===== src/rtl/ooo_pkg.sv =====
package ooo_pkg;

    localparam int XLEN      = 32;
    localparam int ARCH_REGS = 32;
    localparam int PHYS_REGS = 64;
    localparam int AREG_W    = 5;
    localparam int PREG_W    = 6;
    localparam int ROB_IDX_W = 4;

    typedef logic [XLEN-1:0]      data_t;
    typedef logic [AREG_W-1:0]    areg_t;
    typedef logic [PREG_W-1:0]    preg_t;
    typedef logic [15:0]          imm_t;
    typedef logic [ROB_IDX_W-1:0] rob_idx_t;

    typedef enum logic [2:0] {
        OP_ADD = 3'd0,
        OP_SUB = 3'd1,
        OP_AND = 3'd2,
        OP_OR  = 3'd3,
        OP_XOR = 3'd4,
        OP_SLT = 3'd5,
        OP_SLL = 3'd6,
        OP_LI  = 3'd7
    } alu_op_e;

    // micro-op as it arrives from the front end
    typedef struct packed {
        alu_op_e op;
        areg_t   rd;
        areg_t   rs1;
        areg_t   rs2;
        imm_t    imm;
    } uop_t;

    typedef struct packed {
        alu_op_e  op;
        preg_t    prd;
        preg_t    ps1;
        preg_t    ps2;
        imm_t     imm;
        rob_idx_t rob_idx;
    } renamed_uop_t;

    typedef struct packed {
        logic     valid;
        preg_t    prd;
        rob_idx_t rob_idx;
        data_t    value;
    } wb_t;

    typedef struct packed {
        areg_t rd;
        data_t value;
    } retire_t;

endpackage


===== src/rtl/alu_pipe.sv =====
`timescale 1ns/10ps

module alu_pipe
    import ooo_pkg::*;
(
    input  logic         clk,
    input  logic         rst_n_i,
    input  logic         issue_valid_i,
    input  renamed_uop_t issue_uop_i,
    input  data_t        rdata_a_i,
    input  data_t        rdata_b_i,
    output wb_t          wb_o
);

    data_t    result;
    logic     wb_valid_q;
    preg_t    wb_prd_q;
    rob_idx_t wb_rob_q;
    data_t    wb_value_q;

    always_comb begin
        case (issue_uop_i.op)
            OP_ADD:  result = rdata_a_i + rdata_b_i;
            OP_SUB:  result = rdata_a_i - rdata_b_i;
            OP_AND:  result = rdata_a_i & rdata_b_i;
            OP_OR:   result = rdata_a_i | rdata_b_i;
            OP_XOR:  result = rdata_a_i ^ rdata_b_i;
            OP_SLT:  result = ($signed(rdata_a_i) < $signed(rdata_b_i)) ? 32'd1 : 32'd0;
            OP_SLL:  result = rdata_a_i << rdata_b_i[4:0];
            OP_LI:   result = {{16{issue_uop_i.imm[15]}}, issue_uop_i.imm};
            default: result = '0;
        endcase
    end

    always_ff @(posedge clk) begin
        if (!rst_n_i) begin
            wb_valid_q <= 1'b0;
        end else begin
            wb_valid_q <= issue_valid_i;
        end
    end

    always_ff @(posedge clk) begin
        if (issue_valid_i) begin
            wb_prd_q   <= issue_uop_i.prd;
            wb_rob_q   <= issue_uop_i.rob_idx;
            wb_value_q <= result;
        end
    end

    assign wb_o = '{valid: wb_valid_q, prd: wb_prd_q, rob_idx: wb_rob_q, value: wb_value_q};

endmodule


===== config.mk =====
export PLATFORM = sky130hd
export DESIGN_NAME = alu_pipe
export DESIGN_NICKNAME = d
export VERILOG_FILES = /design/src/rtl/ooo_pkg.sv /design/src/rtl/alu_pipe.sv
export SDC_FILE = /design/constraint.sdc
export NUM_CORES = 1
export LEC_CHECK = 0
export BUFFER_PORTS_ARGS = -buffer_cell sky130_fd_sc_hd__buf_2
export CORE_ASPECT_RATIO = 0.6
export CORE_MARGIN = 1.5
export CORE_UTILIZATION = 45
export DETAILED_ROUTE_END_ITERATION = 16
export PLACE_DENSITY = 0.64
export SYNTH_ARGS = -nofsm -noshare
export SYNTH_HDL_FRONTEND = slang
export SYNTH_SLANG_ARGS = --single-unit

===== constraint.sdc =====
create_clock -name clk -period 13.4 [get_ports clk]
set_input_delay 2.01 -clock clk [delete_from_list [all_inputs] [get_ports clk]]
set_output_delay 2.01 -clock clk [all_outputs]
set_load 0.03 [all_outputs]

==> results.ini <==
[status]
outcome=finished, final reports clean

[worst_setup_path]
timing.critical_path.cells=buf_2 -> inv_1 -> ha_1 -> inv_1 -> a221oi_1 -> nor4_1 -> nor3_1 -> o31ai_1 -> a2111o_1 -> o311ai_1 -> nor4_1 -> or4_1 -> a22o_1
worstSetupEndpointType=flip-flop
cp-start-kind=primary input
crit_arrival_ns=6.64
worstPathRequired_ns=13.44
max_stage_delay_on_crit_path_ns=0.71
slowest_cell_on_the_critical_path=a221oi_1
critPathTopFamily=compound AO/OA/AOI/OAI gates
path_buf_inv=3
worstPathMaxFanout=41
category_of_the_most_critical_setup_path=in2reg

[run]
cap_violations=0

[final_layout]
multi_input_comb_area_mm2=0.00588
antenna_cells=0
utilization_pct=51.4
layout.cells.most_common_list=buf_2, nand2_1, inv_1
drive_gt1_share_pct=15.8
seqCellArea_mm2=0.00128
layout.filler_cells=1738
layout.cells.non_filler=1401
layout_overhead_on_the_synthesized_area_pct=12.1
layout_commonest_cell=buf_2
fin_nets=1373

[floorplan]
chipWidth_um=173
fp.dieH_um=105
placeable_core_region_mm2=0.0171
design.die.area_mm2=0.0182
cell_rows=37
ioPinCount=151
initial_core_util_pct=45.9

[clocking]
post-cts-setup-buffer-count=0
post_cts.resized_instances=0
cts-root-to-sink-buffers=2
cts_hold_buffers=0
cts-root-buf=clkbuf_16
h-tree-depth=2
cts_tree=yes
cts_inserted_buffers=5
clk_pin_slew_worst_paths_ns=0.06
clkSinkCount=43

[sta]
finalWorstPathRequiredPeriod_ns=6.60
rsz0062_at_grt=no
final_hold_viol_count=0
finalWorstSetupSlack_ns=6.80
max_slew_margin_pct=32.0
worstMarginPinSlew_ns=1.01
hold_ws_ns=1.90
totalNegativeSetupSlack_ns=0
finalSetupViolCount=0
slew_violations=0
period_share_pct=49.2
timing.fmax_mhz=152

[pwr]
vdd_ir_drop_max_mv=0.0556
powerDensity_mw_per_mm2=75.9
static-leakage-power_nw=3.98

[synthesis]
synth_fp_nets=1284
synth_seq_cells=43
syn-instance-count=1077
synthArstFlopShare_pct=0
synthesis.area_mm2=0.00784
syn_avg_cell_area_um2=7.27
synth.lib_cells_used.distinct=74
yosysWarnings=0
synth_edf_count=42
prevailing_post_synth_register_cell=edfxtp_1
synth_sequential_area_ratio_pct=16.4

[grt]
gr-usage-all-layers_pct=32.5
grt_pass1_vias=7668
antenna_found_initial=1
grt_start_max_net_pins=52
globalRouteOverflowTotal=0
grt_first_pass_wirelength_um=45900

[detailed_routing]
first_pass_iters=7
remaining_antenna_violation_count_after_routing=0
drt-total-wl_um=30000
routedWlPerCell_um=21.4
routed-via-count=8859
drt_iter0_drc=1325
via_per_inst=6.32
drc_errors=0

[hold_path]
hold_path_class=in2reg
hold-path-endpoint=wb_rob_q[2]
hold_crit_start=issue_uop_i[2]
hold_path_depth=1

[place]
globalplace.congestion=0.989
port_buffers=138
dpl_worst_slack_ns=6.73
placed_cell_count=1393
detailed_place_hpwl_um=23600

[where the power goes]
group	internal [mW]	switching, mW	leakage (nW)	total, mW
sequential	0.168	0.00312	0.417	0.171
clock	0.0696	0.0505	0.0664	0.120
combinational	0.122	0.254	3.50	0.376
total	0.360	0.308	3.98	0.667
[registers in the layout, summed over array words and instances, names as in the netlist]
name,flops
wb_prd_q,6
wb_rob_q,4
wb_valid_q,1
wb_value_q,32
[cell type report]
class | instances | share of cell area [%]
multi-input cells | 859 | 67.0
flip-flops and latches | 43 | 14.6
repair buffers | 149 | 8.80
inverters | 108 | 4.62
well taps | 234 | 3.33
clock buffers | 5 | 1.42
clock inverters | 3 | 0.271
[worst max path at each step]
stage	slack, ns	start	cells after the start	endpoint
floorplan	7.58	rdata_b_i[1]	15	wb_value_q[31]
global route	6.67	rdata_b_i[3]	13	wb_value_q[29]
global placement	6.80	rdata_b_i[3]	13	wb_value_q[29]
CTS	7.02	rdata_b_i[3]	13	wb_value_q[29]
detailed placement	6.73	rdata_b_i[3]	13	wb_value_q[29]
finish	6.80	rdata_b_i[3]	13	wb_value_q[29]
[logic make-up (layout without fill, tap and decap cells)]
family	Yosys count	in the layout	share of synthesized area (%)
simple gates	296	296	16.2
buf+inv	175	265	8.64
mux	48	48	7.63
xor+xnor	23	23	2.57
compound gates	393	393	32.6
flops	43	43	16.4
fa+ha+maj	99	99	16.0
[cells in the mapped netlist, types with 20 or more instances]
library cell  number  area [um^2]
clkbuf_1          47          176
xnor2_1           20          175
edfxtp_1          42         1260
nand3_1           21          105
nor2_1           102          383
mux2i_1           35          350
o21ai_0          103          515
ha_1              97         1210
inv_1            105          394
o211ai_1          20          150
nor3_1            25          125
nand2_1          113          424
a21oi_1          104          521
[per-layer routing]
metal	part of all wire, %	GRT usage [%]
met2	36	41.6
met1	45	49.5
met3	17	14.2
met4	1.3	4.41
met5	0.040	0
[metrics by stage]
step                      power [mW]  cell area, um^2
final                          0.667             8780
after global routing           0.703             8780
after CTS                      0.654             8780
after detailed placement       0.532             8630
after global placement         0.530             8630
after floorplan                0.417             7840
Note: power is estimated with default switching activity, not from simulation.
