### config.mk
export PLATFORM = sky130hd
export DESIGN_NAME = phys_regfile
export DESIGN_NICKNAME = d
export VERILOG_FILES = /design/src/rtl/ooo_pkg.sv /design/src/rtl/phys_regfile.sv
export SDC_FILE = /design/constraint.sdc
export NUM_CORES = 2
export LEC_CHECK = 0
export ABC_AREA = 1
export ABC_CLOCK_PERIOD_IN_PS = 3100
export BUFFER_PORTS_ARGS = -buffer_cell sky130_fd_sc_hd__buf_2
export CAP_MARGIN = 40
export CORE_ASPECT_RATIO = 0.6
export CORE_MARGIN = 5
export CORE_UTILIZATION = 30
export CTS_BUF_LIST = sky130_fd_sc_hd__clkbuf_8 sky130_fd_sc_hd__clkbuf_16
export DETAILED_ROUTE_END_ITERATION = 10
export PLACE_DENSITY = 0.52
export SYNTH_ARGS = -nofsm -noshare
export SYNTH_HDL_FRONTEND = slang
export SYNTH_SLANG_ARGS = --single-unit
### constraint.sdc
create_clock -name clk -period 3.1 [get_ports clk]
set_clock_uncertainty 0.2 [all_clocks]
set_input_delay 0.465 -clock clk [delete_from_list [all_inputs] [get_ports clk]]
set_output_delay 0.465 -clock clk [all_outputs]
set_load 0.005 [all_outputs]
### src/rtl/ooo_pkg.sv
package ooo_pkg;

    localparam int XLEN      = 32;
    localparam int ARCH_REGS = 32;
    localparam int PHYS_REGS = 64;
    localparam int AREG_W    = 5;
    localparam int PREG_W    = 6;
    localparam int ROB_IDX_W = 4;

    typedef logic [XLEN-1:0]      data_t;
    typedef logic [AREG_W-1:0]    areg_t;
    typedef logic [PREG_W-1:0]    preg_t;
    typedef logic [15:0]          imm_t;
    typedef logic [ROB_IDX_W-1:0] rob_idx_t;

    typedef enum logic [2:0] {
        OP_ADD = 3'd0,
        OP_SUB = 3'd1,
        OP_AND = 3'd2,
        OP_OR  = 3'd3,
        OP_XOR = 3'd4,
        OP_SLT = 3'd5,
        OP_SLL = 3'd6,
        OP_LI  = 3'd7
    } alu_op_e;

    // micro-op as it arrives from the front end
    typedef struct packed {
        alu_op_e op;
        areg_t   rd;
        areg_t   rs1;
        areg_t   rs2;
        imm_t    imm;
    } uop_t;

    typedef struct packed {
        alu_op_e  op;
        preg_t    prd;
        preg_t    ps1;
        preg_t    ps2;
        imm_t     imm;
        rob_idx_t rob_idx;
    } renamed_uop_t;

    typedef struct packed {
        logic     valid;
        preg_t    prd;
        rob_idx_t rob_idx;
        data_t    value;
    } wb_t;

    typedef struct packed {
        areg_t rd;
        data_t value;
    } retire_t;

endpackage

### src/rtl/phys_regfile.sv
`timescale 1ns/10ps

module phys_regfile
    import ooo_pkg::*;
(
    input  logic  clk,
    input  logic  rst_n_i,
    input  preg_t raddr_a_i,
    input  preg_t raddr_b_i,
    output data_t rdata_a_o,
    output data_t rdata_b_o,
    input  wb_t   wb_i
);

    data_t regs_q [PHYS_REGS];

    always_ff @(posedge clk) begin
        if (!rst_n_i) begin
            for (int i = 0; i < PHYS_REGS; i++) begin
                regs_q[i] <= '0;
            end
        end else if (wb_i.valid) begin
            regs_q[wb_i.prd] <= wb_i.value;
        end
    end

    // no bypass needed, consumers issue after the write edge
    assign rdata_a_o = regs_q[raddr_a_i];
    assign rdata_b_o = regs_q[raddr_b_i];

endmodule

==> qor.yml <==
power:
  powerDensity_nw_per_um2: 505.6
  p_int_mw: 50.20
  pwr-share-clk: 0.358
  p_leak_nw: 57.78
  comb_power_share: 0.188
  switching_share: 0.3041
  p_sw_mw: 21.94
  seq_power_share: 0.453
  ir_drop_mv: 0.4604
drt:
  final_antenna_net_count: 0
  firstDrtPassIters: 8
  via_per_inst: 5.738
  drt_iter0_drc: 20630
  finalWirelength_um: 569900
  vias: 111100
  routedWlPerCell_um: 29.42
  drc: 0
floorplan:
  start_util: 0.3021
  dieArea_um2: 382400
  die_w_um: 795.0
  core_um2: 367100
  row_count: 172
  ios: 121
  die_y_um: 481.0
synth:
  syn_area_um2: 110900
  synth-main-ff-cell: "edfxtp_1"
  yosys-top-cells-count: "4654 x nand2_1, 3786 x nand3_1, 2053 x nor2_1"
  ys_warn_count: 0
  synth_edf_count: 2048
  synth_nets: 13950
  ys_async_sr_fraction: 0
  yosysUniqueCellTypes: 12
  yosysMostFrequentCell: "nand2_1"
  ys_seq_area_frac: 0.5545
  yosys.area.top_type: "edfxtp_1"
  synthCells: 13900
  ys_top_cells_by_area: "edfxtp_1 55%, nand3_1 17%, nand2_1 16%"
  synth_top_area_frac: 0.5545
  ys_seq_elements: 2048
  syn_area_per_cell_um2: 7.981
timing:
  rsz0062_at_grt: "true"
  hold_ws_ps: -9.103
  period_share: 1.023
  fin_ws_ps: -70.46
  fmax_ghz: 0.3154
  tns_ps: -595.8
  max-slew-margin-rel: 0.3713
  slew_viol_final: 0
  tightest_slew_ps: 943.1
  final_hold_viol_count: 8
  finalSetupViolations: 18
  fin_crit_ps: 3170
cells_and_area:
  layout-drive-gt1-share: 0.1937
  nNetsFinal: 14380
  fillCellCount: 36480
  largest_register_ffs: 2048
  area_growth_pct: 28.66
  largestRegisters: "regs_q x2048"
  top_register: "regs_q"
worst_setup_path:
  cp_slowest_stage_delay_ps: 210
  crit_arrival_ps: 2510
  worstPathRequired_ps: 2430
  cpMostUsedCell: "nand3_1"
  path_class: "in2out"
  crit_chain: "buf_16 > clkinv_16 > buf_6 > buf_12 > clkbuf_16 > nand2_1 > nand3_1 > nand3_1 > nand3_1 > buf_4 > nand3_4 > nand2_2 > nand2_4 > nand2_1 > buf_2"
  critPathSlowestCell: "clkbuf_16"
  critPathMaxFanout: 24
  end_kind: "output port"
  worstSetupStartpointType: "input pin"
global_route:
  grt_util_met2: 0.3721
  busiest_layer: "met1"
  met1_usage: 0.4014
  grt-ovfl-total: 0
  grt_pass1_wl_um: 779800
  use_met3: 0.1310
  grt_max_degree: 65
  grt_usage: 0.2832
  grt_pass1_vias: 99260
  antenna_found_initial: 15
clock_network:
  clk_path_buf_depth: 4
  cts_tree: "done"
  cts-root-buf: "clkbuf_16"
  cts_buffers: 205
  clock_sinks: 2048
  cts.clk_slew.worst_paths_ps: 70
  cts_max_level: 4
placed_design:
  portBuffers: 116
  gp_congestion: 0.9568
  post-dp-hpwl_um: 370000
hold_path:
  timing.hold.worst.class: "in2reg"
run_status:
  violations: "hold timing, setup timing"
  status: "finished with violations"
job:
  cap_violations: 0
cell type report:
type	instances	area [µm²]	share of cell area
Sequential cell	2048	61500	0.4310
Multi-Input combinational cell	10510	49950	0.3500
Tap cell	4872	6096	0.04272
Timing Repair Buffer	1507	18380	0.1288
Antenna cell	12	30.03	0.0002104
Inverter	51	314.1	0.002201
Clock buffer	211	5280	0.03700
Clock inverter	154	1155	0.008093
cell families (layout without fill, tap and decap cells):
| logic type | Yosys count | after routing | share of synthesized area |
|---|---|---|---|
| other | 0 | 12 | 0 |
| DFF | 2048 | 2048 | 0.5545 |
| buffers and inverters | 1336 | 1923 | 0.04616 |
| and+or+nand+nor | 10510 | 10510 | 0.3993 |
cell usage in the layout (no fill, tap or decap), drive strengths merged:
cell type / n
nand2: 4654
clkinv: 96
dlygate4sd3: 18
bufbuf: 14
nor4: 8
buf: 1453
nor3: 8
clkinvlp: 7
edfxtp: 2048
inv: 83
clkbuf: 233
diode: 12
nand3: 3786
nand4: 4
bufinv: 19
nor2: 2053
worst paths after layout:
check	startpoint	slack [ps]	end	cells past startpoint
max	raddr_b_i[0]	-70	rdata_b_o[9]	15
min	wb_i[5]	-9	regs_q[43][5]	4
layer usage:
metal  share of wire  routed length (µm)
met3            0.17               98210
met1            0.40              230200
met4           0.039               22420
met5         0.00074                 420
met2            0.38              218600
power by group through the flow:
stage	clock network, mW	registers (mW)	logic [mW]
2_1_floorplan	0	33.0	5.26
3_3_place_gp	0	33.2	11.4
3_5_place_dp	0	33.2	11.4
4_1_cts	25.8	32.7	12.3
5_1_grt	27.0	32.8	14.0
6_report	25.9	32.7	13.6
what timing repair did:
action | in CTS | in global routing
hold buffers | 18 | 0
buffers inserted | 25 | 23
hold endpoints to repair | 199 | 0
resized for setup | 658 | 764
cloned | 22 | 20
pin swaps | 114 | 288
setup endpoints to repair | 64 | 64
metrics by stage:
| stage | instance area, µm² | total power [mW] | worst slack (ps) | cells | util |
|---|---|---|---|---|---|
| 2_1_floorplan | 110900 | 38.28 | 78.98 | 13900 | - |
| 3_3_place_gp | 128000 | 44.66 | -414.6 | 18910 | 0.3486 |
| 3_5_place_dp | 128000 | 44.68 | -407.5 | 18910 | 0.3487 |
| 4_1_cts | 138400 | 70.72 | -74.18 | 19330 | 0.3771 |
| 5_1_grt | 142700 | 73.85 | -123.7 | 19360 | 0.3886 |
| 6_report | 142700 | 72.14 | -70.46 | 19370 | 0.3887 |
worst max-delay path: cells and delay by family:
family / cells / cell delay, ps
and+or+nand+nor: 8 / 840
buffers and inverters: 7 / 1120
Note: power is estimated with default switching activity, not from simulation.
