**src/rtl/ooo_pkg.sv**
```systemverilog
package ooo_pkg;

    localparam int XLEN      = 32;
    localparam int ARCH_REGS = 32;
    localparam int PHYS_REGS = 64;
    localparam int AREG_W    = 5;
    localparam int PREG_W    = 6;
    localparam int ROB_IDX_W = 4;

    typedef logic [XLEN-1:0]      data_t;
    typedef logic [AREG_W-1:0]    areg_t;
    typedef logic [PREG_W-1:0]    preg_t;
    typedef logic [15:0]          imm_t;
    typedef logic [ROB_IDX_W-1:0] rob_idx_t;

    typedef enum logic [2:0] {
        OP_ADD = 3'd0,
        OP_SUB = 3'd1,
        OP_AND = 3'd2,
        OP_OR  = 3'd3,
        OP_XOR = 3'd4,
        OP_SLT = 3'd5,
        OP_SLL = 3'd6,
        OP_LI  = 3'd7
    } alu_op_e;

    // micro-op as it arrives from the front end
    typedef struct packed {
        alu_op_e op;
        areg_t   rd;
        areg_t   rs1;
        areg_t   rs2;
        imm_t    imm;
    } uop_t;

    typedef struct packed {
        alu_op_e  op;
        preg_t    prd;
        preg_t    ps1;
        preg_t    ps2;
        imm_t     imm;
        rob_idx_t rob_idx;
    } renamed_uop_t;

    typedef struct packed {
        logic     valid;
        preg_t    prd;
        rob_idx_t rob_idx;
        data_t    value;
    } wb_t;

    typedef struct packed {
        areg_t rd;
        data_t value;
    } retire_t;

endpackage

```
**src/rtl/rename_unit.sv**
```systemverilog
`timescale 1ns/10ps

module rename_unit
    import ooo_pkg::*;
(
    input  logic         clk,
    input  logic         rst_n_i,
    input  logic         in_req_i,
    input  uop_t         in_uop_i,
    output logic         in_ack_o,
    input  logic         iq_ready_i,
    input  logic         rob_ready_i,
    input  rob_idx_t     rob_tail_i,
    input  logic         free_valid_i,
    input  preg_t        free_prd_i,
    output logic         disp_valid_o,
    output renamed_uop_t disp_uop_o,
    output areg_t        disp_rd_o,
    output preg_t        disp_old_prd_o
);

    localparam int FREE_DEPTH = PHYS_REGS - ARCH_REGS;
    localparam int FL_W       = $clog2(FREE_DEPTH);

    preg_t           map_table [ARCH_REGS];
    preg_t           free_list [FREE_DEPTH];
    logic [FL_W-1:0] free_head;
    logic [FL_W-1:0] free_tail;
    logic [FL_W:0]   free_count;
    logic            ack_q;
    logic            accept;

    // take a new micro-op only when every downstream structure has room
    assign accept = in_req_i && !ack_q && (free_count != '0) && iq_ready_i && rob_ready_i;

    assign in_ack_o       = ack_q;
    assign disp_valid_o   = accept;
    assign disp_rd_o      = in_uop_i.rd;
    assign disp_old_prd_o = map_table[in_uop_i.rd];

    // sources read the old mapping, so rd == rs1 works
    assign disp_uop_o = '{
        op:      in_uop_i.op,
        prd:     free_list[free_head],
        ps1:     map_table[in_uop_i.rs1],
        ps2:     map_table[in_uop_i.rs2],
        imm:     in_uop_i.imm,
        rob_idx: rob_tail_i
    };

    always_ff @(posedge clk) begin
        if (!rst_n_i) begin
            ack_q      <= 1'b0;
            free_head  <= '0;
            free_tail  <= '0;
            free_count <= (FL_W + 1)'(FREE_DEPTH);
            for (int i = 0; i < ARCH_REGS; i++) begin
                map_table[i] <= preg_t'(i);
            end
            for (int i = 0; i < FREE_DEPTH; i++) begin
                free_list[i] <= preg_t'(ARCH_REGS + i);
            end
        end else begin
            if (accept) begin
                ack_q <= 1'b1;
            end else if (!in_req_i) begin
                ack_q <= 1'b0;
            end

            if (accept) begin
                map_table[in_uop_i.rd] <= free_list[free_head];
                free_head              <= free_head + 1'b1;
            end

            // registers coming back from retirement
            if (free_valid_i) begin
                free_list[free_tail] <= free_prd_i;
                free_tail            <= free_tail + 1'b1;
            end

            case ({accept, free_valid_i})
                2'b10:   free_count <= free_count - 1'b1;
                2'b01:   free_count <= free_count + 1'b1;
                default: free_count <= free_count;
            endcase
        end
    end

endmodule

```
**config.mk**
```make
export PLATFORM = sky130hd
export DESIGN_NAME = rename_unit
export DESIGN_NICKNAME = d
export VERILOG_FILES = /design/src/rtl/ooo_pkg.sv /design/src/rtl/rename_unit.sv
export SDC_FILE = /design/constraint.sdc
export NUM_CORES = 1
export LEC_CHECK = 0
export BUFFER_PORTS_ARGS = -buffer_cell sky130_fd_sc_hd__buf_2
export CORE_ASPECT_RATIO = 1.25
export CORE_MARGIN = 2
export CORE_UTILIZATION = 40
export DETAILED_ROUTE_END_ITERATION = 6
export SYNTH_ARGS = -nofsm -noshare
export SYNTH_HDL_FRONTEND = slang
export SYNTH_SLANG_ARGS = --single-unit
export TNS_END_PERCENT = 5
```
**constraint.sdc**
```tcl
create_clock -name clk -period 3.3 [get_ports clk]
set_input_delay 0.33 -clock clk [delete_from_list [all_inputs] [get_ports clk]]
set_output_delay 0.33 -clock clk [all_outputs]
set_load 0.03 [all_outputs]
```
==> impl_results.md <==
* Clk_lat worst skew at 0.59 ns
* Worst reg2reg endpoint: free_count[5]
* Number of max-cap violations at 0
* Startpoint types: flip-flop
* CTS tree: yes
* Tmin final at 3.22 ns
* Antenna violations before repair at 0
* Int Power at 0.00890 W
* Largest net degree at the start of global routing at 49
* First drt pass iteration count at 5
* DP Area at 0.0230 sq mm
* First-pass GRT wire length at 92,300 um
* PwrDens at 485 mW/mm^2
* Share of power burned in registers at 0.490
* Crit path DAT at 2.89 ns
* Final hold vios at 0
* Initial detailed-routing violation count at 1,406
* Critical Path RT at 2.97 ns
* TNS Setup at 0 ns
* Slew headroom at 0.374
* Synth Cell Area at 0.0220 sq mm
* Hold path cells at 3
* Area Growth Syn to Fin at 11.3%
* Clock-pin slew on the worst setup and hold paths at 0.06 ns
* Area contributors post-synth: edfxtp_1, mux4_2, mux2i_1, nand2_1, nor2_1
* Mean post-synth cell area at 13.3 sq um
* DIE AREA at 0.0568 sq mm
* Share of layout cells above drive strength 1 at 0.253
* Post-DP HPWL at 41,900 um
* Vias at 14,200
* Antenna-violating nets left at 0
* Mapped Nets at 1,707
* Sequential element share of the synthesized area at 0.545
* Vias per cell at 5.89
* Placed insts at 2,327
* Layout Cells excl Fill at 2,415
* Num CTS Buffers at 43
* Final period utilization at 0.975
* Synthesized flop and latch total at 406
* Final slew viol count at 0
* # fillers at 4,926
* Top cell type's share of synthesized area at 0.525
* Num rows at 96
* Final setup vio count at 0
* Cts hold-fix bufs at 0
* ANT cells at 0
* WL final at 61,500 um
* Number of warnings issued by yosys at 0
* Die Span X at 214 um
* Gpl congestion at 0.891
* Core area at 0.0547 sq mm
* Port buffer count at 57
* Status: finished, final reports clean
* Avg WL per Cell at 25.5 um
* Reg2Reg Depth at 11
* Maximum vdd drop at 349 uV
* Reg2reg setup slack at 0.53 ns
* CP endpoint kind: output port
* Clock power share at 0.390
* Design area at 0.0244 sq mm
* Comb pwr share at 0.120
* HP Start: in_req_i
* # clock sinks at 406
* Post-synth top area cell: edfxtp_1
* Die Ht at 266 um
* Main synth FF type: edfxtp_1
* Ports at 104
* Psw at 0.00295 W
* Fin Clk Skew at 0.0287 ns
* Destination of the worst hold path: in_ack_o
* Crit-path max FO at 22
* Max Freq at 311 MHz
* Total track usage at 0.221
* Root Buffer: clkbuf_16
* Worst min path class: input pin to flip-flop
* EDFF count, synth at 384
* FFs w/ async S/R, synth at 0
* Crit path kind: flip-flop to output port
* Clk buf depth at 3
* H-tree depth at 2
* Final nets at 1,707
* Vias in the first global route at 14,500
* Switching Share at 0.249
* DRC at 0
* Starting Density at 0.402
* Cell leakage power at 7.37 nW
* Final core utilization at 0.447
* Tightest Pin Transition at 0.930 ns
* Post-synth cell types at 45
* Global route overflow at 0
* Post-Syn Instances at 1,646
* Reg2reg start: free_count[0]
metrics by stage:
stage               hold slack, ns  power, W  setup slack, ns
floorplan                    0.466   0.00689           0.0801
global placement             0.491   0.00731            0.393
detailed placement           0.486   0.00733            0.426
CTS                        0.00532    0.0119          -0.0177
global route                0.0354    0.0122        -0.000344
finish                      0.0403    0.0119           0.0822
logic make-up after synthesis:
family / synth area share
simple gates: 0.132
flops: 0.545
mux: 0.223
buf+inv: 0.0481
compound gates: 0.0404
xor+xnor: 0.00478
fa+ha+maj: 0.00661
synthesized netlist by cell type (all sizes together) (2+ instances only):
library cell,instances
a21oi,15
or3,67
xor2,4
dfxtp,22
o21ai,25
nor4,3
a22oi,72
mux4,168
or2,3
nor3,31
or3b,4
nand3b,4
or4,7
nor2,171
a21o,2
mux2i,99
a21boi,14
nand2,191
and2,42
ha,10
nor3b,7
clkbuf,103
nand3,41
buf,85
nand4,9
and3b,2
edfxtp,384
nor2b,9
inv,14
and3,12
mux2,12
xnor2,8
power groups by stage:
stage	logic, W	clock network, W	registers [W]
floorplan	0.00100	0	0.00589
CTS	0.00142	0.00469	0.00581
finish	0.00143	0.00462	0.00581
detailed placement	0.00141	0	0.00592
global route	0.00151	0.00489	0.00582
global placement	0.00140	0	0.00591
placed cells by master, fill, tap and decap left out, drive strengths merged, types with 17 or more instances in the layout:
cell type,netlist,layout
nor2,171,171
mux4,168,168
buf,85,142
a22oi,72,72
mux2i,99,99
inv,14,17
nand2,191,191
or3,67,67
edfxtp,384,384
nor3,31,31
clkinv,0,20
o21ai,25,25
dfxtp,22,22
nand3,41,41
clkbuf,103,53
and2,42,42
worst max path at each step:
stage                    from        endpoint  slack (ns)  depth (start not counted)
floorplan            in_ack_o   free_count[5]        0.08                         11
global placement    flip-flop  disp_uop_o[36]        0.39                          7
detailed placement  flip-flop  disp_uop_o[36]        0.43                          7
CTS                 flip-flop  disp_uop_o[34]       -0.02                          8
global route        flip-flop  disp_uop_o[34]     -0.0003                          8
finish              flip-flop  disp_uop_o[34]        0.08                          8
layer usage:
metal  GRT usage  vias up  part of all wire
li1            -     6243                 -
met1       0.258     7238              0.36
met2       0.387      597              0.52
met3      0.0407      154             0.062
met4       0.112        0             0.054
met5           0        -                 0
critical path, cell delays in order, from the launching register on:
cell and delay, ns:
dfxtp_4 0.46, bufbuf_16 0.38, mux2i_1 0.13, a22oi_1 0.19
a21boi_0 0.12, or4_1 0.58, buf_12 0.20, inv_1 0.06
buf_2 0.18
layout make-up:
type                    instances  area [sq um]  area share
well taps                     735           920      0.0376
repair buffers                143          1200      0.0490
inverters                      14          52.6     0.00215
clock buffers                  53          1110      0.0456
flip-flops and latches        406         12000       0.490
clock inverters                26           201     0.00824
multi-input cells            1038          8980       0.368
flip-flops by register name, indices dropped and copies added, names as in the netlist, named ones only:
signal	count
free_count	6
free_head	5
free_list	192
free_tail	5
in_ack_o	1
map_table	192
repair_timing:
item	CTS	global route
cloned	2	0
resized for setup	7	2
endpoints found under the hold margin	0	0
setup buffers	2	5
endpoints found under the setup margin	6	4
Note: power is estimated with default switching activity, not from simulation.
