$ cat src/rtl/ooo_pkg.sv
package ooo_pkg;

    localparam int XLEN      = 32;
    localparam int ARCH_REGS = 32;
    localparam int PHYS_REGS = 64;
    localparam int AREG_W    = 5;
    localparam int PREG_W    = 6;
    localparam int ROB_IDX_W = 4;

    typedef logic [XLEN-1:0]      data_t;
    typedef logic [AREG_W-1:0]    areg_t;
    typedef logic [PREG_W-1:0]    preg_t;
    typedef logic [15:0]          imm_t;
    typedef logic [ROB_IDX_W-1:0] rob_idx_t;

    typedef enum logic [2:0] {
        OP_ADD = 3'd0,
        OP_SUB = 3'd1,
        OP_AND = 3'd2,
        OP_OR  = 3'd3,
        OP_XOR = 3'd4,
        OP_SLT = 3'd5,
        OP_SLL = 3'd6,
        OP_LI  = 3'd7
    } alu_op_e;

    // micro-op as it arrives from the front end
    typedef struct packed {
        alu_op_e op;
        areg_t   rd;
        areg_t   rs1;
        areg_t   rs2;
        imm_t    imm;
    } uop_t;

    typedef struct packed {
        alu_op_e  op;
        preg_t    prd;
        preg_t    ps1;
        preg_t    ps2;
        imm_t     imm;
        rob_idx_t rob_idx;
    } renamed_uop_t;

    typedef struct packed {
        logic     valid;
        preg_t    prd;
        rob_idx_t rob_idx;
        data_t    value;
    } wb_t;

    typedef struct packed {
        areg_t rd;
        data_t value;
    } retire_t;

endpackage

$ cat src/rtl/issue_queue.sv
`timescale 1ns/10ps

module issue_queue
    import ooo_pkg::*;
#(
    parameter int IQ_DEPTH = 8
) (
    input  logic         clk,
    input  logic         rst_n_i,
    input  logic         disp_valid_i,
    input  renamed_uop_t disp_uop_i,
    input  logic         src_a_ready_i,
    input  logic         src_b_ready_i,
    input  wb_t          wb_i,
    output logic         iq_ready_o,
    output logic         issue_valid_o,
    output renamed_uop_t issue_uop_o
);

    localparam int IDX_W = (IQ_DEPTH > 1) ? $clog2(IQ_DEPTH) : 1;

    renamed_uop_t        entry_q [IQ_DEPTH];
    logic [IQ_DEPTH-1:0] valid_q;
    logic [IQ_DEPTH-1:0] rdy_a_q;
    logic [IQ_DEPTH-1:0] rdy_b_q;
    logic [IDX_W-1:0]    sel_idx;
    logic [IDX_W-1:0]    free_idx;
    logic                sel_found;
    logic                free_found;
    logic                uses_src;
    logic                init_rdy_a;
    logic                init_rdy_b;

    // pick lowest ready entry and lowest empty slot
    always_comb begin
        sel_found  = 1'b0;
        sel_idx    = '0;
        free_found = 1'b0;
        free_idx   = '0;
        for (int i = IQ_DEPTH - 1; i >= 0; i--) begin
            if (valid_q[i] && rdy_a_q[i] && rdy_b_q[i]) begin
                sel_found = 1'b1;
                sel_idx   = IDX_W'(i);
            end
            if (!valid_q[i]) begin
                free_found = 1'b1;
                free_idx   = IDX_W'(i);
            end
        end
    end

    // LI reads no registers
    assign uses_src   = (disp_uop_i.op != OP_LI);
    assign init_rdy_a = !uses_src || src_a_ready_i || (wb_i.valid && wb_i.prd == disp_uop_i.ps1);
    assign init_rdy_b = !uses_src || src_b_ready_i || (wb_i.valid && wb_i.prd == disp_uop_i.ps2);

    assign iq_ready_o    = free_found;
    assign issue_valid_o = sel_found;
    assign issue_uop_o   = entry_q[sel_idx];

    always_ff @(posedge clk) begin
        if (!rst_n_i) begin
            valid_q <= '0;
            rdy_a_q <= '0;
            rdy_b_q <= '0;
        end else begin
            for (int i = 0; i < IQ_DEPTH; i++) begin
                if (valid_q[i] && wb_i.valid && entry_q[i].ps1 == wb_i.prd) begin
                    rdy_a_q[i] <= 1'b1;
                end
                if (valid_q[i] && wb_i.valid && entry_q[i].ps2 == wb_i.prd) begin
                    rdy_b_q[i] <= 1'b1;
                end
            end
            if (sel_found) begin
                valid_q[sel_idx] <= 1'b0;
            end
            // free slot is never the issuing one
            if (disp_valid_i) begin
                valid_q[free_idx] <= 1'b1;
                rdy_a_q[free_idx] <= init_rdy_a;
                rdy_b_q[free_idx] <= init_rdy_b;
            end
        end
    end

    always_ff @(posedge clk) begin
        if (disp_valid_i) begin
            entry_q[free_idx] <= disp_uop_i;
        end
    end

endmodule

$ cat config.mk
export PLATFORM = sky130hd
export DESIGN_NAME = issue_queue
export DESIGN_NICKNAME = d
export VERILOG_FILES = /design/src/rtl/ooo_pkg.sv /design/src/rtl/issue_queue.sv
export SDC_FILE = /design/constraint.sdc
export NUM_CORES = 1
export LEC_CHECK = 0
export ABC_CLOCK_PERIOD_IN_PS = 9600
export BUFFER_PORTS_ARGS = -buffer_cell sky130_fd_sc_hd__buf_2
export CAP_MARGIN = 20
export CORE_MARGIN = 5
export CORE_UTILIZATION = 64
export DETAILED_ROUTE_END_ITERATION = 6
export GPL_ROUTABILITY_DRIVEN = 0
export HOLD_SLACK_MARGIN = 0.02
export PLACE_DENSITY = 0.9
export SLEW_MARGIN = 20
export SYNTH_ARGS = -nofsm -noshare
export SYNTH_HDL_FRONTEND = slang
export SYNTH_SLANG_ARGS = --single-unit
$ cat constraint.sdc
create_clock -name clk -period 9.6 [get_ports clk]
set_input_delay 0.96 -clock clk [delete_from_list [all_inputs] [get_ports clk]]
set_output_delay 0.96 -clock clk [all_outputs]
set_load 0.02 [all_outputs]
==> results.yml <==
cells_and_area:
  drive_gt1_frac: 0.159
  layout_commonest_cell: "edfxtp_1"
  area_growth_pct: 11.9
  nNetsFinal: 1302
  layout_common_cells: "edfxtp_1, nand2_1, buf_2"
critical_path:
  crit_arrival_ps: 4010
  r2r-end: "valid_q[2]$_SDFF_PN0_"
  cp.required_ps: 8640
  criticalPathCategory: "flip-flop to output port"
  rr_startpoint: "valid_q[4]$_SDFF_PN0_"
  crit_path_start_kind: "flip-flop"
  r2r_cells: 6
  endpoint_kind: "output port"
  crit_path_max_fanout: 66
  rrSetupSlack_ps: 6370
placement:
  port_buffers: 95
  post-dp-hpwl_mm: 21.6
hold_path:
  min-delay-start: "rdy_a_q[6]$_SDFF_PN0_"
  worstHoldPathCells: 1
  worstHoldEndpoint: "rdy_a_q[6]$_SDFF_PN0_"
  hp-class: "flip-flop to flip-flop"
synthesis:
  synth.avg_cell_area_um2: 13.3
  synth.distinct_cells: 40
  synth_nets: 1231
  synth.cell_area_um2: 15200
  syn_inst: 1142
  ys_warn_count: 0
  ys_ff_latch: 352
  seq_area_frac_synth: 0.678
clocking:
  postCtsSetupRepairBufs: 0
  cts_buffers: 34
  root_buffer: "clkbuf_16"
  clock_latency_ps: 520
  cts_tree: "done"
  ctsResizeCount: 0
  clk_path_buf_depth: 3
  clkSinkCount: 352
  cts.htree.levels: 2
  holdBufCountCts: 0
  clkTransAtPathRegs_ps: 60
sta:
  min_period_ps: 4970
  finalHoldViolations: 0
  tightest_slew_ps: 1110
  relSlewSlack: 0.260
  clock.fmax_mhz: 201
  finalClockSkew_ps: 11.7
  post-route-period-util: 0.518
  setup_viol: 0
  rsz0062_at_grt: "no"
  final.setup.tns_ps: 0
  finalMaxSlewViolations: 0
detailed_routing:
  wire_per_inst_um: 24.7
  postRouteAntennaNets: 0
  drt_iter0_drc: 1346
  first_pass_iters: 5
  via_count: 10300
  routed_wl_mm: 38.5
  via_per_inst: 6.64
  drcViolationCount: 0
power_and_ir_drop:
  p_sw_frac: 0.208
  clock_power_share: 0.409
  leakagePower_nw: 6.21
  combPwrFrac: 0.048
  internal_power_w: 0.00251
  p_total_w: 0.00317
  vdd_drop_max_mv: 0.180
  p_switching_w: 0.000658
  p_per_area_nw_per_um2: 186
  seqPwrFrac: 0.542
floorplanning:
  top_level_ports: 132
  die_w_um: 164
  die-area_um2: 27000
  rows: 56
  start_util: 0.649
  coreArea_um2: 23500
  dieHeight_um: 164
global_route:
  grt_pass1_wl_mm: 58.1
  overflow: 0
  grt_max_degree: 92
  grt_pass1_vias: 10500
  antenna_found_initial: 4
  globalRouteTotalUtil: 0.285
run_status:
  status: "finished clean"
run:
  maxCapViolCount: 0
sequential cells by signal, summed over array words and instances (netlist names):
| signal | flops |
|---|---|
| valid_q | 8 |
| rdy_a_q | 8 |
| entry_q | 328 |
| rdy_b_q | 8 |
synth_stat cells:
| library cell | instances | area [um2] |
|---|---|---|
| or3_1 | 32 | 200 |
| o31a_1 | 3 | 26.3 |
| and3_1 | 66 | 413 |
| o311a_1 | 12 | 120 |
| o22ai_1 | 10 | 62.6 |
| inv_1 | 2 | 7.51 |
| nor2_1 | 10 | 37.5 |
| nor3_1 | 33 | 165 |
| a211oi_1 | 34 | 255 |
| o211a_1 | 1 | 10.0 |
| a41o_1 | 4 | 40.0 |
| buf_6 | 5 | 56.3 |
| dfxtp_1 | 24 | 480 |
| xnor2_1 | 18 | 158 |
| clkbuf_1 | 44 | 165 |
| a21oi_1 | 69 | 345 |
| o21ai_1 | 1 | 5.00 |
| buf_4 | 5 | 37.5 |
| and2_1 | 3 | 18.8 |
| nand3_1 | 8 | 40.0 |
| or4_1 | 12 | 90.1 |
| buf_2 | 23 | 115 |
| buf_1 | 2 | 7.51 |
| nor3b_1 | 1 | 7.51 |
| xor2_1 | 90 | 788 |
| nor4_1 | 19 | 119 |
| a31oi_1 | 2 | 12.5 |
| o21ai_0 | 16 | 80.1 |
| o211ai_1 | 2 | 15.0 |
| a21boi_0 | 3 | 22.5 |
| nand2_1 | 174 | 653 |
| mux2i_1 | 10 | 100 |
| a211oi_2 | 28 | 350 |
| a22o_1 | 10 | 87.6 |
| edfxtp_1 | 328 | 9850 |
| nand2b_1 | 3 | 18.8 |
| nand4_1 | 5 | 31.3 |
| o21a_1 | 7 | 52.6 |
| nor2b_1 | 3 | 18.8 |
| a221oi_1 | 20 | 175 |
routing by layer:
| layer | vias up | share of wire | track usage |
|---|---|---|---|
| li1 | 4486 | - | - |
| met1 | 4971 | 0.35 | 0.363 |
| met2 | 745 | 0.49 | 0.474 |
| met3 | 137 | 0.12 | 0.0655 |
| met4 | 6 | 0.040 | 0.122 |
| met5 | - | 0.0011 | 0 |
power groups by stage:
stage               clock network [W]  logic [W]  registers [W]
floorplan                           0  0.0000841        0.00175
global placement                    0   0.000143        0.00175
detailed placement                  0   0.000150        0.00175
CTS                           0.00130   0.000151        0.00172
global route                  0.00137   0.000164        0.00172
finish                        0.00130   0.000153        0.00172
stage by stage:
step                      area, um2   util  std cells  hold WS, ps  setup slack (ps)
final                         17100  0.726       1558          547              4630
after global routing          17100  0.726       1558          550              4470
after CTS                     17000  0.726       1557          534              4690
after detailed placement      16000  0.680       1496          514              5250
after global placement        15900  0.679       1494          490              5370
after floorplan               15200      -       1142          477              4720
worst max path at each step:
stage	startpoint	end	slack, ps
after floorplan	disp_valid_i	rdy_a_q[2]$_SDFF_PN0_	4720
after global placement	valid_q[4]$_SDFF_PN0_	issue_uop_o[23]	5370
after detailed placement	valid_q[4]$_SDFF_PN0_	issue_uop_o[20]	5250
after CTS	valid_q[6]$_SDFF_PN0_	issue_uop_o[27]	4690
after global routing	valid_q[4]$_SDFF_PN0_	issue_uop_o[27]	4470
final	valid_q[4]$_SDFF_PN0_	issue_uop_o[27]	4630
layout make-up:
cell class	instances	area (um2)
diodes	1	2.50
repair buffers	114	626
clock buffers	46	927
well taps	319	399
flip-flops and latches	352	10300
inverters	2	7.51
fillers	1371	6420
clock inverters	15	145
multi-input cells	709	4610
critical path, stage by stage (launching register included):
cell and delay [ps]:
dfxtp_1 470, nand3_1 260, o211ai_1 450, o21a_4 670, buf_4 820, nand2_1 150, a21oi_1 220, or3_1 200
buf_2 180
cell families after synthesis:
kind of cell    synth area share
simple gates               0.119
flops                      0.678
compound gates             0.109
xor+xnor                  0.0621
buf+inv                   0.0255
mux                      0.00657
Note: power is estimated with default switching activity, not from simulation.
