`config.mk`:
```
export PLATFORM = sky130hd
export DESIGN_NAME = busy_table
export DESIGN_NICKNAME = d
export VERILOG_FILES = /design/src/rtl/ooo_pkg.sv /design/src/rtl/busy_table.sv
export SDC_FILE = /design/constraint.sdc
export NUM_CORES = 1
export LEC_CHECK = 0
export BUFFER_PORTS_ARGS = -buffer_cell sky130_fd_sc_hd__buf_2
export CAP_MARGIN = 20
export CORE_ASPECT_RATIO = 0.7
export CORE_UTILIZATION = 40
export CTS_CLUSTER_DIAMETER = 40
export DETAILED_ROUTE_END_ITERATION = 12
export PLACE_DENSITY_LB_ADDON = 0.2
export SLEW_MARGIN = 20
export SYNTH_ARGS = -nofsm -noshare
export SYNTH_HDL_FRONTEND = slang
export SYNTH_SLANG_ARGS = --single-unit
```
`constraint.sdc`:
```
create_clock -name clk -period 1.95 [get_ports clk]
set_input_delay 0.0975 -clock clk [delete_from_list [all_inputs] [get_ports clk]]
set_output_delay 0.0975 -clock clk [all_outputs]
set_load 0.02 [all_outputs]
```
`src/rtl/ooo_pkg.sv`:
```
package ooo_pkg;

    localparam int XLEN      = 32;
    localparam int ARCH_REGS = 32;
    localparam int PHYS_REGS = 64;
    localparam int AREG_W    = 5;
    localparam int PREG_W    = 6;
    localparam int ROB_IDX_W = 4;

    typedef logic [XLEN-1:0]      data_t;
    typedef logic [AREG_W-1:0]    areg_t;
    typedef logic [PREG_W-1:0]    preg_t;
    typedef logic [15:0]          imm_t;
    typedef logic [ROB_IDX_W-1:0] rob_idx_t;

    typedef enum logic [2:0] {
        OP_ADD = 3'd0,
        OP_SUB = 3'd1,
        OP_AND = 3'd2,
        OP_OR  = 3'd3,
        OP_XOR = 3'd4,
        OP_SLT = 3'd5,
        OP_SLL = 3'd6,
        OP_LI  = 3'd7
    } alu_op_e;

    // micro-op as it arrives from the front end
    typedef struct packed {
        alu_op_e op;
        areg_t   rd;
        areg_t   rs1;
        areg_t   rs2;
        imm_t    imm;
    } uop_t;

    typedef struct packed {
        alu_op_e  op;
        preg_t    prd;
        preg_t    ps1;
        preg_t    ps2;
        imm_t     imm;
        rob_idx_t rob_idx;
    } renamed_uop_t;

    typedef struct packed {
        logic     valid;
        preg_t    prd;
        rob_idx_t rob_idx;
        data_t    value;
    } wb_t;

    typedef struct packed {
        areg_t rd;
        data_t value;
    } retire_t;

endpackage

```
`src/rtl/busy_table.sv`:
```
`timescale 1ns/10ps

module busy_table
    import ooo_pkg::*;
(
    input  logic  clk,
    input  logic  rst_n_i,
    input  logic  set_valid_i,
    input  preg_t set_prd_i,
    input  wb_t   wb_i,
    input  preg_t query_a_i,
    input  preg_t query_b_i,
    output logic  ready_a_o,
    output logic  ready_b_o
);

    logic [PHYS_REGS-1:0] busy_q;

    always_ff @(posedge clk) begin
        if (!rst_n_i) begin
            busy_q <= '0;
        end else begin
            if (wb_i.valid) begin
                busy_q[wb_i.prd] <= 1'b0;
            end
            // a freshly popped register is never the one being written back
            if (set_valid_i) begin
                busy_q[set_prd_i] <= 1'b1;
            end
        end
    end

    assign ready_a_o = !busy_q[query_a_i];
    assign ready_b_o = !busy_q[query_b_i];

endmodule

```
==> results.tsv, run 1 <==
metric	value	unit
dpl.cell_count	575	
cts_hold_buf	0	
initial_utilization	42.2	%
grt_max_degree	65	
fin_crit_sh	116	%
tns	-0.500	ns
finalSetupViolations	2	
dieArea	10200	sq um
ys_types	41	
core_area	9250	sq um
cp.arrival	2.16	ns
regToRegSetupSlack	1.17	ns
fin_area	4590	sq um
drv_cap	0	
fp.dieH	84.7	um
grtUsageTotal	25.7	%
viasPerCell	5.94	
die_w	120	um
fill_cells	876	
grt_pass1_wl	19200	um
routedWlPerCell	20.8	um
cts_made_buffers	9	
largest_register_ffs	64	
max_flop_register	busy_q	
min-delay-start	set_prd_i[0]	
post-route-drc-count	0	
reg_top3	busy_q (64)	
place_congestion	0.837	
areaGrowthSynthToFinish	17.6	%
dp_hpwl	8920	um
power.density	747	nW/um^2
std_cell_rows	29	
cts_tree	yes	
cts_buffer_depth	2	
syn_nets	488	
min_period	2.26	ns
ys.flop_type	dfxtp_1	
first_pass_iters	4	
hold_path_depth	4	
cts.htree.levels	3	
num_io_pins	66	
final-hold-violation-count	0	
path_clk_slew	0.05	ns
slew_headroom	51.5	%
clock_latency	0.33	ns
synth_area_per_cell	9.21	sq um
dpl_cell_area	4240	sq um
antenna_found_initial	0	
ys_ff_latch	64	
worstMarginPinSlew	0.725	ns
postSynthCellCount	424	
dp_worst_setup_slack	-0.0624	ns
synth_edf_count	0	
final_cell_mix	nand2_1 (76), o21ai_0 (67), a21boi_0 (64), dfxtp_1 (59)	
cts_sinks	64	
finalNetCount	527	
outcome	complete, but fails checks	
rsz0062_at_grt	yes	
max-vdd-ir-drop	0.000409	V
hold_class	in2reg	
fin_cells	591	
totalWireLength	12300	um
critical_path.max_fanout	3	
vias	3509	
async_reset_ff_share	0	%
ys_warn_count	0	
holdPathEnd	busy_q[34]	
report.final.slew_viol_count	0	
syn_area	3900	sq um
timing.rr.end	busy_q[53]	
r2r-start	busy_q[53]	
antenna_left	0	
final_common_cell	nand2_1	
clock.fmax	443	MHz
cp-end-kind	output pin	
reg2regPathDepth	3	
n_antenna_cell	0	
cp.required	1.85	ns
worst_slack	-0.309	ns
critical_path_class	reg2out	
start_kind	flop	
power_leakage	1.60	nW
fin_skew	0	ns
fin_hold_ws	0.140	ns
drt-initial-drc-count	351	
cts_root_buf	clkbuf_16	
seq_area_frac_synth	32.8	%
io_buffers	29	
failed_checks	negative setup slack	
first_global_vias	3331	
grt_overflow	0	
layout-drive-gt1-share	24.6	%
[routing by layer]
layer	up-vias	routed length (um)	track usage, %
li1	1636	-	-
met1	1704	5800	38.4
met2	153	4890	34.6
met3	16	1420	9.31
met4	0	175	6.02
met5	-	0	0
[per-stage QoR]
stage               total power [W]  util, %
floorplan                   0.00156        -
global placement            0.00169     45.8
detailed placement          0.00170     45.8
CTS                         0.00343     49.5
global route                0.00352     49.6
finish                      0.00343     49.6
[cell families after synthesis]
family | after synthesis | share of synthesized area [%]
muxes | 48 | 22.6
DFF | 64 | 32.8
AOI/OAI and AO/OA | 140 | 22.7
buffers and inverters | 34 | 5.06
and+or+nand+nor | 138 | 16.9
[cell usage after synthesis, drive strengths merged (2+ instances only)]
master	instances	area [sq um]
nand2	76	285
o21ai	67	335
a21boi	64	480
dfxtp	64	1280
mux4	30	698
clkbuf	21	119
mux2i	16	160
nor2	13	48.8
buf	8	60.1
nor3	8	45.0
and2	6	37.5
inv	5	18.8
nand2b	4	25.0
nand3	4	20.0
or2	4	25.0
nand3b	3	22.5
nand4b	3	26.3
nor2b	3	18.8
nor3b	3	22.5
or3	3	18.8
or3b	3	26.3
and3b	2	17.5
mux2	2	22.5
[where the power goes]
group / total (W) / switching, W / internal [W]
Clock: 0.00175 / 0.000573 / 0.00118
Sequential: 0.00133 / 0.00000793 / 0.00132
Combinational: 0.000353 / 0.000205 / 0.000148
Total: 0.00343 / 0.000786 / 0.00265
[repair_timing]
action / 4_1_cts / 5_1_grt
endpoints found under the setup margin: 2 / 2
setup buffers: 1 / 0
pin swaps: 3 / 0
gates resized for setup: 11 / 3
[critical path, stage by stage, from the launching register on]
cell and delay, ns:
dfxtp_2 0.34, mux4_2 0.48, mux2i_2 0.19, nor3_1 0.06, or4_1 0.50, o211ai_1 0.09
buf_4 0.16
[worst max-delay path by stage]
stage	from	to	slack (ns)
finish	busy_q[55]	ready_b_o	-0.31
global route	busy_q[55]	ready_b_o	-0.39
CTS	busy_q[55]	ready_b_o	-0.30
detailed placement	query_b_i[0]	ready_b_o	-0.06
global placement	query_b_i[0]	ready_b_o	-0.03
floorplan	query_b_i[0]	ready_b_o	0.16
[area by class of cell]
class	instances	area, sq um	area share, %
repair buffers	57	380	8.28
clock buffers	12	256	5.58
clock inverters	3	65.1	1.42
multi-input cells	326	2430	52.9
well taps	124	155	3.38
flip-flops and latches	64	1290	28.0
inverters	5	18.8	0.409
Power figures use the tool's default switching activity.
==> inputs of run 2 (changes only) <==
--- a/config.mk
+++ b/config.mk
@@ -11,7 +11,7 @@
 export CORE_UTILIZATION = 40
 export CTS_CLUSTER_DIAMETER = 40
 export DETAILED_ROUTE_END_ITERATION = 12
-export PLACE_DENSITY_LB_ADDON = 0.2
+export PLACE_DENSITY_LB_ADDON = 0.1
 export SLEW_MARGIN = 20
 export SYNTH_ARGS = -nofsm -noshare
 export SYNTH_HDL_FRONTEND = slang
==> run 2 against run 1 <==
Net effect:
- the flow still finishes with violations (negative setup slack)
- highest routed layer unchanged
- non-clock buffer count unchanged
- clock skew unchanged
- sequential power about the same
- critical endpoint unchanged
- sequential share of layout area up 0.11 points
- first-iteration DRC count up 5.1%
- register-to-register slack worse by 0.02 ns
- die area unchanged
- via count down 1.1%
- worst hold slack worse by 0.018 ns
- largest cell class unchanged
==> results.tsv, run 2 (synthesized netlist as in run 1, its figures left out) <==
metric	value	unit	change
routedWlPerCell	21.3	um	+2.6%
hold_class	in2reg		
max-vdd-ir-drop	0.000521	V	+28%
fin_skew	0	ns	unchanged
n_antenna_cell	0		unchanged
die_w	120	um	unchanged
slowest_delay	0.51	ns	about the same
tns	-0.545	ns	-0.0451 ns
core_area	9250	sq um	unchanged
endpoint	ready_b_o		
antenna_found_initial	0		unchanged
critical_path.max_fanout	3		unchanged
num_io_pins	66		unchanged
antenna_left	0		unchanged
cp.arrival	2.19	ns	+0.03 ns
layout-drive-gt1-share	26.1	%	+1.4 points
clock_latency	0.33	ns	about the same
cts_sinks	64		unchanged
cts_hold_buf	0		unchanged
failed_checks	negative setup slack		
start_kind	flop		
worstMarginPinSlew	0.578	ns	-0.146 ns
cts_tree	yes		
cp_cell_sequence	mux4_2 > mux2i_2 > nor3_1 > or4_1 > o211ai_1 > buf_4		
finalNetCount	527		unchanged
grt_pass1_wl	19500	um	+1.7%
grt_overflow	0		unchanged
cts_buffer_depth	2		unchanged
largest_register_ffs	64		unchanged
finalSetupViolations	2		unchanged
reg_top3	busy_q (64)		
reg2regPathDepth	3		unchanged
fin_hold_ws	0.122	ns	-0.0179 ns
fin_crit_sh	117	%	+1.6 points
final_common_cell	nand2_1		
critical_path_class	reg2out		
dp_hpwl	9080	um	+1.8%
final_cell_mix	nand2_1 (76), o21ai_0 (67), a21boi_0 (64), dfxtp_1 (54)		
viasPerCell	5.86		-1.3%
vias	3469		-1.1%
r2r-start	busy_q[52]		
slew_headroom	61.3	%	+9.8 points
fp.dieH	84.7	um	unchanged
power_leakage	1.61	nW	+0.16%
first_global_vias	3217		-3.4%
regToRegSetupSlack	1.15	ns	-0.02 ns
grt_max_degree	65		unchanged
rsz0062_at_grt	yes		
areaGrowthSynthToFinish	17.7	%	about the same
final-hold-violation-count	0		unchanged
clock.fmax	437	MHz	-1.4%
max_flop_register	busy_q		
cp-startpoint	busy_q[48]		
io_buffers	29		unchanged
cp-end-kind	output pin		
place_congestion	0.846		+1.1%
drv_cap	0		unchanged
report.final.slew_viol_count	0		unchanged
dieArea	10200	sq um	unchanged
path_clk_slew	0.06	ns	about the same
power.density	738	nW/um^2	-1.2%
timing.rr.end	busy_q[52]		
min_period	2.29	ns	+0.0311 ns
grtUsageTotal	26.2	%	+0.50 points
first_pass_iters	5		+1
cts_made_buffers	9		unchanged
fill_cells	902		+3.0%
outcome	complete, but fails checks		
totalWireLength	12600	um	+2.8%
worst_slack	-0.340	ns	-0.0311 ns
critPathSlowestCell	or4_1		
post-route-drc-count	0		unchanged
initial_utilization	42.2	%	unchanged
cp.required	1.85	ns	about the same
cts.htree.levels	3		unchanged
std_cell_rows	29		unchanged
drt-initial-drc-count	369		+5.1%
cts_root_buf	clkbuf_16		
## run 2: cell types whose count changed in the layout (fill, tap and decap cells not counted), moves of 2 or more
| cell | previous run | this run |
|---|---|---|
| dfxtp_1 | 59 | 54 |
| clkbuf_8 | 2 | 4 |
| dfxtp_2 | 5 | 10 |
| mux2i_1 | 13 | 15 |
| mux2i_2 | 3 | 1 |
## run 2: layout make-up
cell class / instances / area [sq um] / share of cell area, %
Sequential cell: 64 / 1290 / 28.1
Timing Repair Buffer: 57 / 380 / 8.27
Multi-Input combinational cell: 326 / 2430 / 52.9
Clock inverter: 2 / 35.0 / 0.762
Inverter: 5 / 18.8 / 0.408
Clock buffer: 14 / 284 / 6.18
Tap cell: 124 / 155 / 3.38
## run 2: how the worst min path moves through the flow
stage,start,endpoint,slack (ns),cells past startpoint
after floorplan,set_prd_i[0],busy_q[32],0.29,3
after global placement,set_prd_i[0],busy_q[42],0.47,4
after detailed placement,set_prd_i[0],busy_q[42],0.46,4
after CTS,set_prd_i[0],busy_q[42],0.12,4
after global routing,set_prd_i[0],busy_q[42],0.16,4
final,set_prd_i[0],busy_q[42],0.12,4
## run 2: power by group
group          leakage, nW  switching (W)  internal (W)
clock network        0.159       0.000584       0.00113
logic                0.926       0.000208      0.000147
registers            0.521     0.00000790       0.00132
total                 1.61       0.000800       0.00259
## run 2: critical path: cells and delay by family, from the launching register on
kind | cells | cell delay, ns
AND/OR/NAND/NOR | 2 | 0.57
AO/OA/AOI/OAI | 1 | 0.11
multiplexers | 2 | 0.67
flip-flops | 1 | 0.33
buffers and inverters | 1 | 0.18
## run 2: repair_timing
item / CTS / global route
pin swaps: 3 / 0
setup buffers: 1 / 0
resized for setup: 14 / 6
setup endpoints to repair: 2 / 2
## run 2: routing by layer
layer  track usage, %  part of all wire, %
met1             38.6                   48
met2             37.9                   43
met4             6.59                 0.86
met3             6.59                  8.1
met5                0                    0
## run 2: through the flow
step | setup slack (ns) | instances | power [W] | utilization [%] | area, sq um
6_report | -0.340 | 592 | 0.00339 | 49.7 | 4600
5_1_grt | -0.382 | 592 | 0.00349 | 49.7 | 4600
4_1_cts | -0.347 | 592 | 0.00340 | 49.5 | 4580
3_5_place_dp | -0.0473 | 575 | 0.00170 | 45.8 | 4240
3_3_place_gp | -0.0338 | 575 | 0.00170 | 45.8 | 4240
2_1_floorplan | 0.163 | 424 | 0.00156 | - | 3910
